## src/hw/ieu_pkg.sv

```systemverilog
//////////////////////////////////////////////////
// Integer execution unit shared definitions
// Widths, opcode and ALU function enums, bus structs
//////////////////////////////////////////////////

package ieu_pkg;

    localparam int DATA_WIDTH    = 32;     // Operand and result width
    localparam int ADDR_WIDTH    = 32;     // Instruction address width
    localparam int ROB_IDX_WIDTH = 5;      // Reorder buffer tag width
    localparam int SHAMT_WIDTH   = 5;

    // Operation class as already sorted by the reservation station
    typedef enum logic [2:0] {
        OPC_LUI    = 3'd0,
        OPC_AUIPC  = 3'd1,
        OPC_JAL    = 3'd2,
        OPC_JALR   = 3'd3,
        OPC_BRANCH = 3'd4,
        OPC_OPIMM  = 3'd5,
        OPC_OP     = 3'd6
    } opcode_e;

    typedef enum logic [3:0] {
        ALU_ADD  = 4'd0,
        ALU_SUB  = 4'd1,
        ALU_AND  = 4'd2,
        ALU_OR   = 4'd3,
        ALU_XOR  = 4'd4,
        ALU_SLL  = 4'd5,
        ALU_SRL  = 4'd6,
        ALU_SRA  = 4'd7,
        ALU_SLT  = 4'd8,
        ALU_SLTU = 4'd9,
        ALU_EQ   = 4'd10,  // Branch comparisons from here on
        ALU_NE   = 4'd11,
        ALU_LT   = 4'd12,
        ALU_GE   = 4'd13,
        ALU_LTU  = 4'd14,
        ALU_GEU  = 4'd15
    } alu_func_e;

    typedef struct packed {
        logic                     valid;
        opcode_e                  opcode;
        logic [ADDR_WIDTH-1:0]    iaddr;
        logic [DATA_WIDTH-1:0]    insn;
        logic [DATA_WIDTH-1:0]    src_a;
        logic [DATA_WIDTH-1:0]    src_b;
        logic [ROB_IDX_WIDTH-1:0] tag;
    } fu_req_t;

    // Decoded operation handed from ID to EX
    typedef struct packed {
        logic                     valid;
        alu_func_e                alu_func;
        logic [DATA_WIDTH-1:0]    src_a;
        logic [DATA_WIDTH-1:0]    src_b;
        logic [ADDR_WIDTH-1:0]    iaddr;
        logic [DATA_WIDTH-1:0]    imm_b;     // Offset for the target adder
        logic [SHAMT_WIDTH-1:0]   shamt;
        logic [ROB_IDX_WIDTH-1:0] tag;
        logic                     jmp;
        logic                     br;
    } ex_op_t;

    typedef struct packed {
        logic                     en;
        logic                     redirect;
        logic [DATA_WIDTH-1:0]    data;
        logic [ADDR_WIDTH-1:0]    addr;
        logic [ROB_IDX_WIDTH-1:0] tag;
    } cdb_t;

endpackage

```

## src/hw/ieu_id.sv

```systemverilog
//////////////////////////////////////////////////
// Decode stage of the integer execution unit
//////////////////////////////////////////////////

`timescale 1ns/1ns

module ieu_id (
    input  logic             clk,
    input  logic             i_rst_n,
    input  logic             i_flush,
    input  ieu_pkg::fu_req_t i_fu_req,
    output ieu_pkg::ex_op_t  o_ex_op
);

    import ieu_pkg::*;

    logic [DATA_WIDTH-1:0] insn;
    logic [2:0]            funct3;
    logic [6:0]            funct7;
    logic [DATA_WIDTH-1:0] imm_i;
    logic [DATA_WIDTH-1:0] imm_u;
    logic [DATA_WIDTH-1:0] imm_j;
    logic [DATA_WIDTH-1:0] imm_br;
    logic                  is_op;
    alu_func_e             arith_func;
    alu_func_e             br_func;
    ex_op_t                ex_op_d;

    //////////////////////////////////////////////////
    // Instruction fields

    assign insn   = i_fu_req.insn;
    assign funct3 = insn[14:12];
    assign funct7 = insn[31:25];
    assign is_op  = (i_fu_req.opcode == OPC_OP);

    assign imm_i  = {{(DATA_WIDTH-12){insn[31]}}, insn[31:20]};
    assign imm_u  = {insn[31:12], 12'b0};
    assign imm_j  = {{(DATA_WIDTH-20){insn[31]}}, insn[19:12], insn[20], insn[30:21], 1'b0};
    assign imm_br = {{(DATA_WIDTH-12){insn[31]}}, insn[7], insn[30:25], insn[11:8], 1'b0};

    // Register and immediate forms share one funct3 map, only OP can subtract
    always_comb begin
        case (funct3)
            3'b000:  arith_func = (is_op && funct7[5]) ? ALU_SUB : ALU_ADD;
            3'b001:  arith_func = ALU_SLL;
            3'b010:  arith_func = ALU_SLT;
            3'b011:  arith_func = ALU_SLTU;
            3'b100:  arith_func = ALU_XOR;
            3'b101:  arith_func = funct7[5] ? ALU_SRA : ALU_SRL;
            3'b110:  arith_func = ALU_OR;
            default: arith_func = ALU_AND;
        endcase
    end

    always_comb begin
        case (funct3)
            3'b001:  br_func = ALU_NE;
            3'b100:  br_func = ALU_LT;
            3'b101:  br_func = ALU_GE;
            3'b110:  br_func = ALU_LTU;
            3'b111:  br_func = ALU_GEU;
            default: br_func = ALU_EQ;  // Reserved encodings fall back to BEQ
        endcase
    end

    //////////////////////////////////////////////////
    // Operand selection

    always_comb begin
        ex_op_d.valid    = i_fu_req.valid;
        ex_op_d.alu_func = ALU_ADD;
        ex_op_d.src_a    = i_fu_req.src_a;
        ex_op_d.src_b    = i_fu_req.src_b;
        ex_op_d.iaddr    = i_fu_req.iaddr;
        ex_op_d.imm_b    = imm_i;                          // JALR offset
        ex_op_d.shamt    = i_fu_req.src_b[SHAMT_WIDTH-1:0];
        ex_op_d.tag      = i_fu_req.tag;
        ex_op_d.jmp      = 1'b0;
        ex_op_d.br       = 1'b0;

        case (i_fu_req.opcode)
            OPC_LUI: begin
                ex_op_d.src_a = '0;
                ex_op_d.src_b = imm_u;
            end
            OPC_AUIPC: begin
                ex_op_d.src_a = i_fu_req.iaddr;
                ex_op_d.src_b = imm_u;
            end
            OPC_JAL: begin
                ex_op_d.src_a = i_fu_req.iaddr;              // Target base is the PC
                ex_op_d.imm_b = imm_j;
                ex_op_d.jmp   = 1'b1;
            end
            OPC_JALR: ex_op_d.jmp = 1'b1;
            OPC_BRANCH: begin
                ex_op_d.alu_func = br_func;
                ex_op_d.imm_b    = imm_br;
                ex_op_d.br       = 1'b1;
            end
            OPC_OPIMM: begin
                ex_op_d.alu_func = arith_func;
                ex_op_d.src_b    = imm_i;
                ex_op_d.shamt    = insn[20 +: SHAMT_WIDTH];
            end
            OPC_OP: ex_op_d.alu_func = arith_func;
            default: ;
        endcase
    end

    always_ff @(posedge clk) begin
        o_ex_op <= ex_op_d;
        if (!i_rst_n || i_flush) begin
            o_ex_op.valid <= 1'b0;
        end
    end

endmodule

```

## src/hw/ieu_ex.sv

```systemverilog
//////////////////////////////////////////////////
// Execute stage of the integer execution unit
// ALU, target adder and CDB output register
//////////////////////////////////////////////////

`timescale 1ns/1ns

module ieu_ex (
    input  logic            clk,
    input  logic            i_rst_n,
    input  logic            i_flush,
    input  ieu_pkg::ex_op_t i_ex_op,
    output ieu_pkg::cdb_t   o_cdb
);

    import ieu_pkg::*;

    logic [DATA_WIDTH-1:0] src_a;
    logic [DATA_WIDTH-1:0] src_b;
    logic [DATA_WIDTH-1:0] alu_result;
    logic                  cmp_true;
    logic [ADDR_WIDTH-1:0] link_addr;
    logic [ADDR_WIDTH-1:0] target_base;
    logic [ADDR_WIDTH-1:0] target_addr;
    cdb_t                  cdb_d;

    assign src_a = i_ex_op.src_a;
    assign src_b = i_ex_op.src_b;

    //////////////////////////////////////////////////
    // ALU

    always_comb begin
        cmp_true   = 1'b0;
        alu_result = '0;

        case (i_ex_op.alu_func)
            ALU_ADD:  alu_result = src_a + src_b;
            ALU_SUB:  alu_result = src_a - src_b;
            ALU_AND:  alu_result = src_a & src_b;
            ALU_OR:   alu_result = src_a | src_b;
            ALU_XOR:  alu_result = src_a ^ src_b;
            ALU_SLL:  alu_result = src_a << i_ex_op.shamt;
            ALU_SRL:  alu_result = src_a >> i_ex_op.shamt;
            ALU_SRA:  alu_result = $unsigned($signed(src_a) >>> i_ex_op.shamt);
            ALU_SLT:  cmp_true   = ($signed(src_a) < $signed(src_b));
            ALU_SLTU: cmp_true   = (src_a < src_b);
            ALU_EQ:   cmp_true   = (src_a == src_b);
            ALU_NE:   cmp_true   = (src_a != src_b);
            ALU_LT:   cmp_true   = ($signed(src_a) < $signed(src_b));
            ALU_GE:   cmp_true   = ($signed(src_a) >= $signed(src_b));
            ALU_LTU:  cmp_true   = (src_a < src_b);
            ALU_GEU:  cmp_true   = (src_a >= src_b);
            default:  alu_result = '0;
        endcase

        // Set-less-than results land in bit 0
        if (i_ex_op.alu_func == ALU_SLT || i_ex_op.alu_func == ALU_SLTU) begin
            alu_result = {{(DATA_WIDTH-1){1'b0}}, cmp_true};
        end
    end

    //////////////////////////////////////////////////
    // Branch and jump targets

    // Return address and branch fall-through share one adder
    assign link_addr   = i_ex_op.iaddr + ADDR_WIDTH'(4);

    // Branches offset from the PC, jumps from src_a which ID already loaded
    assign target_base = i_ex_op.br ? i_ex_op.iaddr : src_a;
    assign target_addr = target_base + i_ex_op.imm_b;

    always_comb begin
        cdb_d.en       = i_ex_op.valid;
        cdb_d.tag      = i_ex_op.tag;
        cdb_d.redirect = 1'b0;
        cdb_d.data     = alu_result;
        cdb_d.addr     = i_ex_op.iaddr;

        if (i_ex_op.jmp) begin
            cdb_d.redirect = 1'b1;
            cdb_d.data     = link_addr;
            cdb_d.addr     = {target_addr[ADDR_WIDTH-1:1], 1'b0};  // JAL targets are even already
        end else if (i_ex_op.br) begin
            cdb_d.redirect = cmp_true;
            cdb_d.data     = '0;
            cdb_d.addr     = cmp_true ? target_addr : link_addr;
        end
    end

    always_ff @(posedge clk) begin
        o_cdb <= cdb_d;
        if (!i_rst_n || i_flush) begin
            o_cdb.en <= 1'b0;
        end
    end

endmodule

```

## src/hw/ieu.sv

```systemverilog
//////////////////////////////////////////////////
// Integer execution unit top level
//////////////////////////////////////////////////

`timescale 1ns/1ns

module ieu (
    input  logic             clk,
    input  logic             i_rst_n,
    input  logic             i_flush,
    input  ieu_pkg::fu_req_t i_fu_req,
    output ieu_pkg::cdb_t    o_cdb
);

    import ieu_pkg::*;

    ex_op_t ex_op;  // ID to EX pipeline register

    ieu_id ieu_id_inst (
        .clk      (clk),
        .i_rst_n  (i_rst_n),
        .i_flush  (i_flush),
        .i_fu_req (i_fu_req),
        .o_ex_op  (ex_op)
    );

    ieu_ex ieu_ex_inst (
        .clk      (clk),
        .i_rst_n  (i_rst_n),
        .i_flush  (i_flush),
        .i_ex_op  (ex_op),
        .o_cdb    (o_cdb)
    );

endmodule

```

## config.mk

```make
export PLATFORM = sky130hd
export DESIGN_NAME = ieu
export DESIGN_NICKNAME = d
export VERILOG_FILES = /design/src/hw/ieu_pkg.sv /design/src/hw/ieu_id.sv /design/src/hw/ieu_ex.sv /design/src/hw/ieu.sv
export SDC_FILE = /design/constraint.sdc
export NUM_CORES = 1
export LEC_CHECK = 0
export BUFFER_PORTS_ARGS = -buffer_cell sky130_fd_sc_hd__buf_2
export CAP_MARGIN = 0
export CORE_ASPECT_RATIO = 0.6
export CORE_MARGIN = 3
export CORE_UTILIZATION = 40
export CTS_BUF_LIST = sky130_fd_sc_hd__clkbuf_4 sky130_fd_sc_hd__clkbuf_8
export CTS_CLUSTER_DIAMETER = 30
export DETAILED_ROUTE_END_ITERATION = 6
export HOLD_SLACK_MARGIN = 0.03
export PLACE_DENSITY_LB_ADDON = 0.12
export REMOVE_ABC_BUFFERS = 1
export SLEW_MARGIN = 0
export SYNTH_ARGS = -nofsm -noshare
export SYNTH_HDL_FRONTEND = slang
export SYNTH_HIERARCHICAL = 1
export SYNTH_SLANG_ARGS = --single-unit
```

## constraint.sdc

```tcl
create_clock -name clk -period 8.5 [get_ports clk]
set_input_delay 0.425 -clock clk [delete_from_list [all_inputs] [get_ports clk]]
set_output_delay 0.425 -clock clk [all_outputs]
set_load 0.01 [all_outputs]
```

==> metrics.txt <==
result of the run=finished, final reports clean; DRC violations left=0; clock-pin slew on the worst setup and hold paths=70 ps; core area=0.0438 mm^2; share of synthesized area occupied by flip-flops and latches=22.8%; post-synthesis compound-gate area fraction=31.7%; Num CTS Buffers=40; Filler cells=4,500; hold violation count in the final report=0; R2R Path End=ieu_ex_inst/o_cdb[34]; required time worst endpoint=8990 ps; launch point of the worst reg-to-reg path=ieu_id_inst/o_ex_op[108]; prevailing post-synth register cell=sky130_fd_sc_hd__dfxtp_1; number of storage elements in the synthesis netlist=205; Layout Nets=2,709; slew of the pin with the lowest slew margin=1200 ps; most frequent cell after synthesis=sky130_fd_sc_hd__dfxtp_1; area share of the largest cell type after synthesis=22.8%; pin count of the biggest net entering global routing=74; port bufs=203; worst rel slew slack=20.0%; GR Util All Layers=33.8%; Clock Tree Buf Depth=3; final setup violating endpoints=0; total clock sinks=205; maximum vdd drop=126 uV; kind of start point of the critical path=flip-flop; insertion delay of the later-clocked pin in the worst-skew pair=600 ps; iteration count of the initial detailed-routing pass=7; initial antenna violation count=3; number of top-level pins=211; xor/xnor share of the synthesized area=3.07%; adder-cell area share of the yosys netlist=9.79%; Netlist cell types=90; cell chosen for the clock root=sky130_fd_sc_hd__clkbuf_8; setup_tns=0 ps; number of cells on the worst reg-to-reg path=16; area fraction in and, or, nand and nor cells after synthesis=16.7%; Syn Std Cell Area=0.0180 mm^2; Worst R2R Setup Slack=3410 ps; area of the multi-input gates=0.0126 mm^2; largest driver fanout on the critical path=27; number of global-route vias before repair=17,800; floorplan row count=59; combinational family with the most area after synthesis=compound AO/OA/AOI/OAI gates; Post-Synthesis Cells=2,295; cell type contributing the most total cell area after synthesis=sky130_fd_sc_hd__dfxtp_1; routability cong.=0.959; Yosys warning total=6; global-route congestion overflow total=0; hold path startpoint=i_fu_req[84]; final critical delay including setup and external delays=5090 ps; core utilization of the finished layout=46.8%; CTS-repair resized insts=0; area delta synth->final=14.0%; via/cell ratio=6.37; endpoint class of the critical path=flip-flop; diode count=0; RSZ-0062 raised after global routing=no; commonest cells in the netlist=sky130_fd_sc_hd__dfxtp_1, sky130_fd_sc_hd__nor2_1, sky130_fd_sc_hd__nand2_1, sky130_fd_sc_hd__o21ai_0, sky130_fd_sc_hd__a21oi_1; CTS tree=done; Detail Route Antenna Nets=0; hold path depth=2; worst clock skew on the final layout=54.5 ps; Worst Hold Class=input pin to flip-flop; Leak Pwr=0.00868 uW; Post-synth EDFFs=0; Initial DRC Count=2,627; Worst Hold Endpoint=ieu_id_inst/o_ex_op[27]; proportion of layout cells with a drive suffix above 1=16.0%; die height=170 um; die outline area=0.0476 mm^2; deepest level of the CTS H-tree=2; average wire length per cell after detail routing=27.4 um; mux contribution to synthesized area=8.77%; width of the die=280 um; PD cells=185 mW/mm^2; share of synthesized flip-flops with an asynchronous set or reset=0%; final wirelength=83,300 um; average size of a mapped cell=7.83 um^2; wire length of the first global-routing pass=120,000 um; worst endpoint data arrival time=5570 ps; Initial Utilization=41.0%; Seq. cell area=0.00412 mm^2; count of final max-slew check failures=0; Post-DP HPWL=64,300 um; final worst-path cycle share=59.9%; maximum capacitance violations=0; via count=19,400; top area cells in the synthesized netlist=sky130_fd_sc_hd__dfxtp_1, sky130_fd_sc_hd__ha_1, sky130_fd_sc_hd__o21ai_0; Setup Crit Path Kind=flip-flop to flip-flop; Peak Freq=0.197 GHz
==> report_power, final <==
part           switching, uW  internal, uW
sequential               115          1070
clock                    494           600
combinational            954           563
==> routing by layer <==
| layer | up-vias | routed length, um | part of all wire (%) | GRT usage (%) |
|---|---|---|---|---|
| met5 | - | 19 | 0.023 | 0 |
| met4 | 4 | 2350 | 2.8 | 8.94 |
| met3 | 135 | 9770 | 12 | 9.89 |
| met2 | 1171 | 33500 | 40 | 47.8 |
| met1 | 9292 | 37700 | 45 | 49.6 |
| li1 | 8759 | - | - | - |
==> how the worst max path moves through the flow <==
stage                                   from                     to  slack (ps)  depth (start not counted)
floorplan             ieu_id_inst/o_ex_op[0]  ieu_ex_inst/o_cdb[32]        2880                         14
global placement    ieu_id_inst/o_ex_op[108]  ieu_ex_inst/o_cdb[34]        3660                         16
detailed placement  ieu_id_inst/o_ex_op[108]  ieu_ex_inst/o_cdb[34]        3620                         16
CTS                   ieu_id_inst/o_ex_op[0]  ieu_ex_inst/o_cdb[32]        3560                         15
global route          ieu_id_inst/o_ex_op[0]  ieu_ex_inst/o_cdb[32]        2950                         15
finish              ieu_id_inst/o_ex_op[108]  ieu_ex_inst/o_cdb[34]        3410                         16
==> area by class of cell <==
cell class | count | area share (%)
Clock inverter | 22 | 1.21
Sequential cell | 205 | 20.1
Multi-Input combinational cell | 1787 | 61.6
Timing Repair Buffer | 284 | 8.51
Tap cell | 579 | 3.53
Inverter | 113 | 2.07
Clock buffer | 48 | 3.04
==> logic make-up after synthesis <==
| family | count (synthesis) |
|---|---|
| buf+inv | 303 |
| mux | 123 |
| xor+xnor | 63 |
| simple gates | 633 |
| compound gates | 829 |
| fa+ha+maj | 139 |
| flops | 205 |
==> stage by stage <==
stage | worst slack (ps) | instances | hold slack [ps] | total power [uW] | instance area, um^2
floorplan | 2880 | 2105 | 310 | 2090 | 17100
global placement | 3660 | 2920 | 310 | 2640 | 19100
detailed placement | 3620 | 2920 | 315 | 2640 | 19100
CTS | 3560 | 3037 | 30.2 | 3770 | 20500
global route | 2950 | 3038 | 36.0 | 3980 | 20500
finish | 3410 | 3038 | 57.5 | 3790 | 20500
==> worst max-delay path: stages, from the launching register on <==
cell	delay (ps)
sky130_fd_sc_hd__dfxtp_1	380
sky130_fd_sc_hd__inv_1	230
sky130_fd_sc_hd__ha_1	220
sky130_fd_sc_hd__inv_1	60
sky130_fd_sc_hd__fa_1	410
sky130_fd_sc_hd__nor3b_1	170
sky130_fd_sc_hd__o31a_1	330
sky130_fd_sc_hd__o41a_1	430
sky130_fd_sc_hd__o21ai_2	380
sky130_fd_sc_hd__nor3_1	140
sky130_fd_sc_hd__or3_4	420
sky130_fd_sc_hd__a21oi_4	180
sky130_fd_sc_hd__a2bb2oi_4	150
sky130_fd_sc_hd__buf_4	400
sky130_fd_sc_hd__nand2_2	420
sky130_fd_sc_hd__or4_1	530
sky130_fd_sc_hd__o211ai_1	90
==> state kept, by name, summed over array words and instances, names as in the netlist <==
| signal | flops |
|---|---|
| ieu_ex_inst/o_cdb | 71 |
| ieu_id_inst/o_ex_op | 134 |
==> layout by cell type, fill, tap and decap left out, drive strengths merged, types with 22 or more instances in the layout <==
cell,synthesis,routed
buf,69,236
dfxtp,205,205
nor2,192,192
nand2,182,182
o21ai,180,180
a21oi,167,167
ha,135,135
inv,113,123
mux2i,72,72
a22o,60,60
nor3,54,54
nand3,49,49
dlygate4sd3,0,48
clkbuf,121,48
a211oi,47,47
a21o,45,45
xnor2,43,43
o21a,41,41
o22ai,38,38
nand2b,32,32
mux2,26,26
a221oi,26,26
mux4,25,25
o211ai,24,24
a31oi,22,22
==> repair_timing <==
action | in CTS | in global routing
hold buffers | 47 | 1
setup buffers | 0 | 0
endpoints found under the hold margin | 48 | 1
Power figures use the tool's default switching activity.
